--- src/logic/cache_consts.svh ---
/*
  Fixed geometry of the L1 data cache and its memory bus.
  The address split has to add up to ADDR_BITS, so these values are not independent.
*/
`ifndef CACHE_CONSTS_SVH
`define CACHE_CONSTS_SVH

// Associativity and set count
`define CACHE_WAYS 4
`define CACHE_SETS 32

// Address split: tag, index, byte offset
`define ADDR_BITS 64
`define INDEX_BITS 5
`define OFFSET_BITS 6
`define TAG_BITS 53

// One line is 64 bytes
`define LINE_BYTES 64

// Memory bus widths
`define BUS_DATA_BITS 64
`define BUS_TAG_BITS 13
`define BEATS_PER_LINE 8

// Request and response tag codes
`define BUS_TAG_READ 13'h1100
`define BUS_TAG_WRITE 13'h0100

`endif

--- src/logic/cache_line_pkg.sv ---
/*
  Address fields and line views that the cache RTL shares.
  A line is read either as bus beats or as bytes. Both views alias the same 512 bits.
*/
`include "cache_consts.svh"

package cache_line_pkg;

  // Address fields
  typedef logic [`TAG_BITS-1:0] line_tag_t;
  typedef logic [`INDEX_BITS-1:0] set_index_t;

  // Full byte address, tag in the upper bits
  typedef struct packed {
    line_tag_t                tag;
    set_index_t               index;
    logic [`OFFSET_BITS-1:0]  offset;
  } cache_addr_t;

  // Beat view for bus transfers and doublewords, byte view for sub-word access
  // Beat 0 and byte 0 both sit at the lowest address
  typedef union packed {
    logic [`BEATS_PER_LINE-1:0][`BUS_DATA_BITS-1:0] beats;
    logic [`LINE_BYTES-1:0][7:0]                     bytes;
  } cache_line_u;

  // Way number within a set
  typedef logic [1:0] way_sel_t;

endpackage

--- src/logic/line_transfer.sv ---
/*
  Bus engine for one miss: optional writeback, then the line fill.
  Writeback is an address beat plus eight data beats, fill is one address beat.
  Response beats with a tag other than BUS_TAG_READ are dropped.
*/
`timescale 1ns/1ps
`include "cache_consts.svh"

module line_transfer import cache_line_pkg::*; (
  input  logic                       clk,
  input  logic                       reset,
  input  logic                       xfer_start,
  input  logic                       wb_needed,
  input  logic [63:0]                wb_addr,
  input  cache_line_u                victim_line,
  input  logic [63:0]                fill_addr,
  input  logic                       bus_reqack,
  input  logic                       bus_respcyc,
  input  logic [`BUS_DATA_BITS-1:0]  bus_resp,
  input  logic [`BUS_TAG_BITS-1:0]   bus_resptag,
  output logic                       bus_reqcyc,
  output logic [`BUS_DATA_BITS-1:0]  bus_req,
  output logic [`BUS_TAG_BITS-1:0]   bus_reqtag,
  output logic                       bus_respack,
  output logic                       fill_done,
  output cache_line_u                fill_line
);

  localparam logic [2:0] IDLE    = 3'd0;
  localparam logic [2:0] WB_ADDR = 3'd1;
  localparam logic [2:0] WB_DATA = 3'd2;
  localparam logic [2:0] RD_ADDR = 3'd3;
  localparam logic [2:0] RD_DATA = 3'd4;

  logic [2:0] state;
  logic [2:0] beat;
  logic       last_beat;
  logic       resp_take;

  assign last_beat = beat == 3'(`BEATS_PER_LINE - 1);
  // A response beat counts on respcyc and respack with a read tag
  assign resp_take = bus_respcyc && bus_respack && (bus_resptag == `BUS_TAG_READ);

  // Control: state, beat count, cyc and ack levels
  always_ff @(posedge clk) begin
    if (!reset) begin
      state       <= IDLE;
      beat        <= '0;
      bus_reqcyc  <= 1'b0;
      bus_respack <= 1'b0;
      fill_done   <= 1'b0;
    end else begin
      fill_done <= 1'b0;
      case (state)
        IDLE: begin
          beat <= '0;
          if (xfer_start) begin
            bus_reqcyc <= 1'b1;
            state      <= wb_needed ? WB_ADDR : RD_ADDR;
          end
        end
        WB_ADDR: if (bus_reqack) state <= WB_DATA;
        WB_DATA: begin
          // Counter wraps to zero for the fill
          if (bus_reqack) begin
            beat <= beat + 3'd1;
            if (last_beat) state <= RD_ADDR;
          end
        end
        RD_ADDR: begin
          // Request side done, start collecting
          if (bus_reqack) begin
            bus_reqcyc  <= 1'b0;
            bus_respack <= 1'b1;
            state       <= RD_DATA;
          end
        end
        RD_DATA: begin
          if (resp_take) begin
            beat <= beat + 3'd1;
            if (last_beat) begin
              bus_respack <= 1'b0;
              fill_done   <= 1'b1;
              state       <= IDLE;
            end
          end
        end
        default: state <= IDLE;
      endcase
    end
  end

  // Beat payloads, held until acked
  always_ff @(posedge clk) begin
    case (state)
      IDLE: begin
        if (xfer_start) begin
          bus_req    <= wb_needed ? wb_addr : fill_addr;
          bus_reqtag <= wb_needed ? `BUS_TAG_WRITE : `BUS_TAG_READ;
        end
      end
      WB_ADDR: if (bus_reqack) bus_req <= victim_line.beats[0];
      WB_DATA: begin
        if (bus_reqack) begin
          if (last_beat) begin
            bus_req    <= fill_addr;
            bus_reqtag <= `BUS_TAG_READ;
          end else begin
            bus_req <= victim_line.beats[beat + 3'd1];
          end
        end
      end
      // Lowest beat first
      RD_DATA: if (resp_take) fill_line.beats[beat] <= bus_resp;
      default: ;
    endcase
  end

  a_reqcyc_held: assert property (@(posedge clk) disable iff (!reset)
    bus_reqcyc && !bus_reqack |=> bus_reqcyc)
    else $error("bus_reqcyc dropped before bus_reqack");

endmodule

--- config.mk ---
export PLATFORM = sky130hd
export DESIGN_NAME = line_transfer
export DESIGN_NICKNAME = d
export VERILOG_FILES = /design/src/logic/cache_line_pkg.sv /design/src/logic/line_transfer.sv
export VERILOG_INCLUDE_DIRS = /design/src /design/src/logic
export SDC_FILE = /design/constraint.sdc
export NUM_CORES = 1
export LEC_CHECK = 0
export BUFFER_PORTS_ARGS = -buffer_cell sky130_fd_sc_hd__buf_2
export CAP_MARGIN = 20
export CORE_AREA = 3 3 505 507
export DETAILED_ROUTE_END_ITERATION = 10
export DIE_AREA = 0 0 508 510
export GPL_TIMING_DRIVEN = 0
export SKIP_CTS_REPAIR_TIMING = 1
export SLEW_MARGIN = 20
export SYNTH_ARGS = -nofsm -noshare
export SYNTH_HDL_FRONTEND = slang
export SYNTH_SLANG_ARGS = --single-unit
export TNS_END_PERCENT = 20
--- constraint.sdc ---
create_clock -name clk -period 8 [get_ports clk]
set_input_delay 0.8 -clock clk [delete_from_list [all_inputs] [get_ports clk]]
set_output_delay 0.8 -clock clk [all_outputs]
set_load 0.005 [all_outputs]
==> results of run 1 <==
==> state kept, by name (all words and copies together), names as in the netlist <==
signal	count
fill_line	512
bus_req	64
beat	3
state	3
bus_reqcyc	1
bus_reqtag	1
bus_respack	1
fill_done	1
==> where the power goes <==
part	switching, W	internal (W)
combinational	0.000693	0.000404
sequential	0.0000295	0.00347
clock	0.00129	0.00164
total	0.00201	0.00552
==> through the flow <==
stage | setup WS, ps | power (W) | cells
finish | 2840 | 0.00753 | 6303
global route | 2580 | 0.00778 | 6275
CTS | 2510 | 0.00764 | 6238
detailed placement | 2330 | 0.00468 | 6126
global placement | -7450 | 0.00465 | 6073
floorplan | 1240 | 0.00395 | 1424
==> cells in the final DEF (no fill, tap or decap), drive strengths merged, types with 2 or more instances in the layout <==
cell type,netlist,final
clkinv,0,16
clkbuf,64,138
nor2,15,15
nand3b,3,3
mux2i,128,128
o211ai,63,63
nand2b,4,4
or2,2,2
a22oi,63,63
o21a,2,2
a31oi,3,3
nand2,7,7
nor3,5,5
a21oi,69,69
buf,50,1404
inv,3,14
conb,2,12
mux2,2,2
a211oi,64,64
edfxtp,577,577
or3b,2,2
o21ai,65,65
a22o,2,2
nor2b,66,66
a21o,64,64
or4b,2,2
ha,2,2
clkinvlp,0,4
dfxtp,9,9
mux4,65,65
bufinv,0,7
diode,0,65
==> metal layers <==
layer | GRT usage | share of wire | vias to the layer above
met5 | 0 | 0.0025 | -
met1 | 0.135 | 0.35 | 10167
met3 | 0.0373 | 0.086 | 435
li1 | - | - | 8668
met2 | 0.234 | 0.51 | 1579
met4 | 0.0632 | 0.056 | 68
==> cell type report <==
type                            instances  area [µm²]  share of cell area
Antenna cell                           65         163             0.00427
Buffer                                114         546              0.0143
Clock buffer                           74        1580              0.0413
Clock inverter                         38         434              0.0114
Inverter                                3        11.3            0.000296
Multi-Input combinational cell        721        6290               0.165
Sequential cell                       586       17500               0.460
Tap cell                             3348        4190               0.110
Timing Repair Buffer                 1354        7380               0.194
==> worst paths after layout <==
kind	slack, ps	to	depth (start not counted)
max	2840	fill_line[89]$_DFFE_PP_	14
min	350	fill_line[161]$_DFFE_PP_	1
max reg2reg	2840	fill_line[89]$_DFFE_PP_	14
min reg2reg	530	bus_reqcyc$_SDFFE_PN0P_	2
==> kinds of logic after synthesis <==
| logic type | after synthesis | synth area share |
|---|---|---|
| AOI/OAI and AO/OA | 399 | 0.110 |
| xor gates and xnor gates | 1 | 0.000362 |
| adders and majority gates | 2 | 0.00103 |
| buffers and inverters | 117 | 0.0224 |
| DFF | 586 | 0.723 |
| muxes | 195 | 0.114 |
| other | 2 | 0.000310 |
| and+or+nand+nor | 112 | 0.0283 |
==> impl_metrics.toml, run 1 <==
[critical_path]
cp_max_fo = 10
crit_path_start_kind = "register"
cp-end-kind = "register"
cpMaxStageDelayCell = "clkbuf_1"
critical_path.top_delay_family = "buffers and inverters"
r2r-start = "beat[0]$_SDFFE_PN0P_"
cp_cell_sequence = "clkbuf_2, clkbuf_2, clkbuf_1, nand3_1, nor3_2, buf_4, buf_4, buf_6, buf_4, buf_4, buf_4, buf_4, buf_4, buf_4"
cp_common_cell = "buf_4"
cp_num_buf_inv = 12
required_ps = 8340
crit_type = "reg -> reg"
cp-startpoint = "beat[0]$_SDFFE_PN0P_"
max_stage_delay_ps = 710
cp.arrival_ps = 5500

[power_and_ir_drop]
p_leak_nw = 13.8
peakVddDrop_uv = 179
power_density_nw_per_um2 = 198

[place]
hpwl_um = 154000
portBuffers = 1301
placed_area_um2 = 35900
gp_congestion = 1.03

[clock_tree]
cts_tree = "done"
cts_max_level = 2
cts-root-buf = "clkbuf_16"
clock_sinks = 586
clk_path_buf_depth = 3
clk-insertion-delay-late_ps = 690
clk_pin_slew_ps = 70
cts_made_buffers = 61

[timing]
setup_viol = 0
hold_ws_ps = 345
finalSetupTns_ps = 0
hold_viol = 0
max-slew-margin-rel = 0.202
fin_crit_sh = 0.645
worst_pin_slew_ps = 1160
fin_skew_ps = 62.8
rsz0062_at_grt = "false"
slew_violations = 0
fmax_mhz = 194
period_minus_slack_ps = 5160

[worst_hold_path]
hold_path.startpoint = "bus_resp[33]"
hp-class = "in -> reg"

[route]
first_iter_violations = 1864
wl_um = 177000
vias_per_cell = 3.32
routedWlPerCell_um = 28.1
drc_errors = 0
first_pass_iters = 8
ant_nets = 0
via_count = 20917

[grt]
grtUsageTotal = 0.129
grt_max_degree = 22
grt_antenna_before_repair = 175
grt_pass1_vias = 19950
grt_pass1_wl_um = 216000
grt_overflow = 0

[synthesis]
yosysMostFrequentCell = "edfxtp_1"
ys_ff_latch = 586
synth_edf_count = 577
synth.avg_cell_area_um2 = 17.1
ys.flop_type = "edfxtp_1"
yosysTopAreaCellShare = 0.715
yosysSeqAreaShare = 0.723
synth_cells = 1414
syn_area_um2 = 24200
synth_top_cell_by_area = "edfxtp_1"
synth_commonest_cells = "edfxtp_1, mux2i_1, a21oi_1"
synth_area_leaders = "edfxtp_1, mux4_2, mux2i_1"
yosys_warnings = 0
ys_types = 45
ys_async_sr_fraction = 0

[die]
die_area_um2 = 259000
start_util = 0.0965
die_x_um = 508
coreArea_um2 = 251000
rows = 184
die_height_um = 510
ios = 1315

[status]
status = "complete, no violations"

[final_layout]
design_area_um2 = 38100
post-route-util = 0.152
fillers = 27959
area_growth_pct = 57.3
fin_nets = 3566
drive_gt1_frac = 0.550

[job]
max_cap_violations = 0
Power figures use the tool's default switching activity.
==> run 2, diff against run 1 <==
==> constraint.sdc (replaced) <==
create_clock -name clk -period 4.9 [get_ports clk]
set_input_delay 0.49 -clock clk [delete_from_list [all_inputs] [get_ports clk]]
set_output_delay 0.49 -clock clk [all_outputs]
set_load 0.005 [all_outputs]
==> impl_metrics.toml, run 2 (synthesis results as in run 1) <==
[clock_tree]
clk_pin_slew_ps = 60
clk_path_buf_depth = 3
clock_sinks = 586
cts-root-buf = "clkbuf_16"
cts_made_buffers = 61
cts_max_level = 2
clk-insertion-delay-late_ps = 700
cts_tree = "done"

[worst_hold_path]
hp-class = "in -> reg"
hold_path.startpoint = "bus_resp[1]"
hold_path_depth = 1
hold_path_end = "fill_line[257]$_DFFE_PP_"

[place]
gp_congestion = 1.02
portBuffers = 1301
placed_area_um2 = 35900
hpwl_um = 157000

[final_layout]
design_area_um2 = 38000
post-route-util = 0.152
most-common-layout-cells = "buf_2, edfxtp_1, mux2i_1"
drive_gt1_frac = 0.548
fin_nets = 3559
layout_commonest_cell = "buf_2"
area_growth_pct = 57.0
largest_reg_flops = 512

[critical_path]
cpMaxStageDelayCell = "or4b_1"
max_stage_delay_ps = 560
r2r-start = "bus_respack$_SDFFE_PN0P_"
critical_path.top_delay_family = "buffers and inverters"
crit_path_start_kind = "register"
cp_num_buf_inv = 9
r2r_cells = 13
crit_type = "reg -> reg"
cp_cell_sequence = "or4b_1, nor3_2, nand3b_1, nor3_2, buf_6, buf_6, buf_4, buf_4, buf_4, buf_4, buf_4, buf_4, buf_4"
required_ps = 5240
regToRegSetupSlack_ps = 530
cp.arrival_ps = 4710
cp_max_fo = 9
cp_common_cell = "buf_4"
cp-end-kind = "register"
timing.rr.end = "fill_line[61]$_DFFE_PP_"

[timing]
fmax_mhz = 229
hold_viol = 0
worst_pin_slew_ps = 1070
setup_viol = 0
fin_skew_ps = 66.0
fin_crit_sh = 0.892
rsz0062_at_grt = "false"
period_minus_slack_ps = 4370
max-slew-margin-rel = 0.264
slew_violations = 0
hold_ws_ps = 69.3

[power_and_ir_drop]
intPower_w = 0.00884
power.total_w = 0.0121
p_comb_frac = 0.149
switching_power_w = 0.00322
seqPwrFrac = 0.473
peakVddDrop_uv = 253
p_clk_frac = 0.378
power_density_nw_per_um2 = 317
p_leak_nw = 13.7
swShare = 0.267

[route]
vias_per_cell = 3.34
ant_nets = 0
first_pass_iters = 5
wl_um = 180000
first_iter_violations = 1864
via_count = 21050
drc_errors = 0
routedWlPerCell_um = 28.5

[grt]
grt_overflow = 0
grt_pass1_wl_um = 220000
grtUsageTotal = 0.131
grt_max_degree = 23
grt_antenna_before_repair = 191
grt_pass1_vias = 20146

[die]
die_height_um = 510
rows = 184
coreArea_um2 = 251000
die_x_um = 508
die_area_um2 = 259000
ios = 1315
start_util = 0.0965

[job]
max_cap_violations = 0

[status]
status = "complete, no violations"
-- run 2: cell types whose count changed in the layout (fill, tap and decap cells not counted), moves of 2 or more --
cell,previous run,this run
clkbuf_1,67,64
buf_4,36,26
clkinv_4,2,4
clkinv_2,5,9
bufinv_16,7,4
buf_8,1,7
clkinv_1,9,12
buf_12,22,20
diode_2,65,74
inv_6,6,3
-- run 2: power by group through the flow --
| stage | combinational (W) | clock [W] | sequential [W] |
|---|---|---|---|
| after floorplan | 0.000626 | 0 | 0.00583 |
| after global placement | 0.00175 | 0 | 0.00583 |
| after detailed placement | 0.00180 | 0 | 0.00581 |
| after CTS | 0.00181 | 0.00472 | 0.00571 |
| after global routing | 0.00190 | 0.00487 | 0.00571 |
| final | 0.00180 | 0.00456 | 0.00571 |
-- run 2: final cells by class --
cell class / instances / area (µm²)
clock buffer: 72 / 1570
fill: 27990 / 213000
inverter: 3 / 11.3
timing repair buffer: 1347 / 7350
tap: 3348 / 4190
clock inverter: 40 / 374
sequential: 586 / 17500
antenna: 74 / 185
buffer: 114 / 552
multi-input combinational: 721 / 6300
-- run 2: worst max-delay path by stage --
stage | start | endpoint | slack, ps | cells past startpoint
after floorplan | bus_resptag[3] | fill_line[0]$_DFFE_PP_ | -1540 | 4
after global placement | beat[0]$_SDFFE_PN0P_ | fill_line[61]$_DFFE_PP_ | -8490 | 4
after detailed placement | bus_resptag[3] | fill_line[61]$_DFFE_PP_ | -150 | 14
after CTS | beat[0]$_SDFFE_PN0P_ | fill_line[114]$_DFFE_PP_ | -190 | 11
after global routing | bus_respack$_SDFFE_PN0P_ | fill_line[43]$_DFFE_PP_ | 240 | 13
final | bus_respack$_SDFFE_PN0P_ | fill_line[61]$_DFFE_PP_ | 530 | 13
-- run 2: metrics by stage --
stage | TNS, ps | instances | setup WS (ps)
final | 0 | 6305 | 530
after detailed placement | -1860 | 6119 | -146
after global placement | -3053000 | 6073 | -8490
after CTS | -9860 | 6231 | -188
after floorplan | -98610 | 1424 | -1540
after global routing | 0 | 6276 | 235
-- run 2: routing by layer --
layer  part of all wire  GRT usage  vias to the layer above
met4              0.058     0.0618                       86
met5             0.0030          0                        -
met2               0.51      0.240                     1573
met3              0.095     0.0438                      476
li1                   -          -                     8669
met1               0.34      0.133                    10246
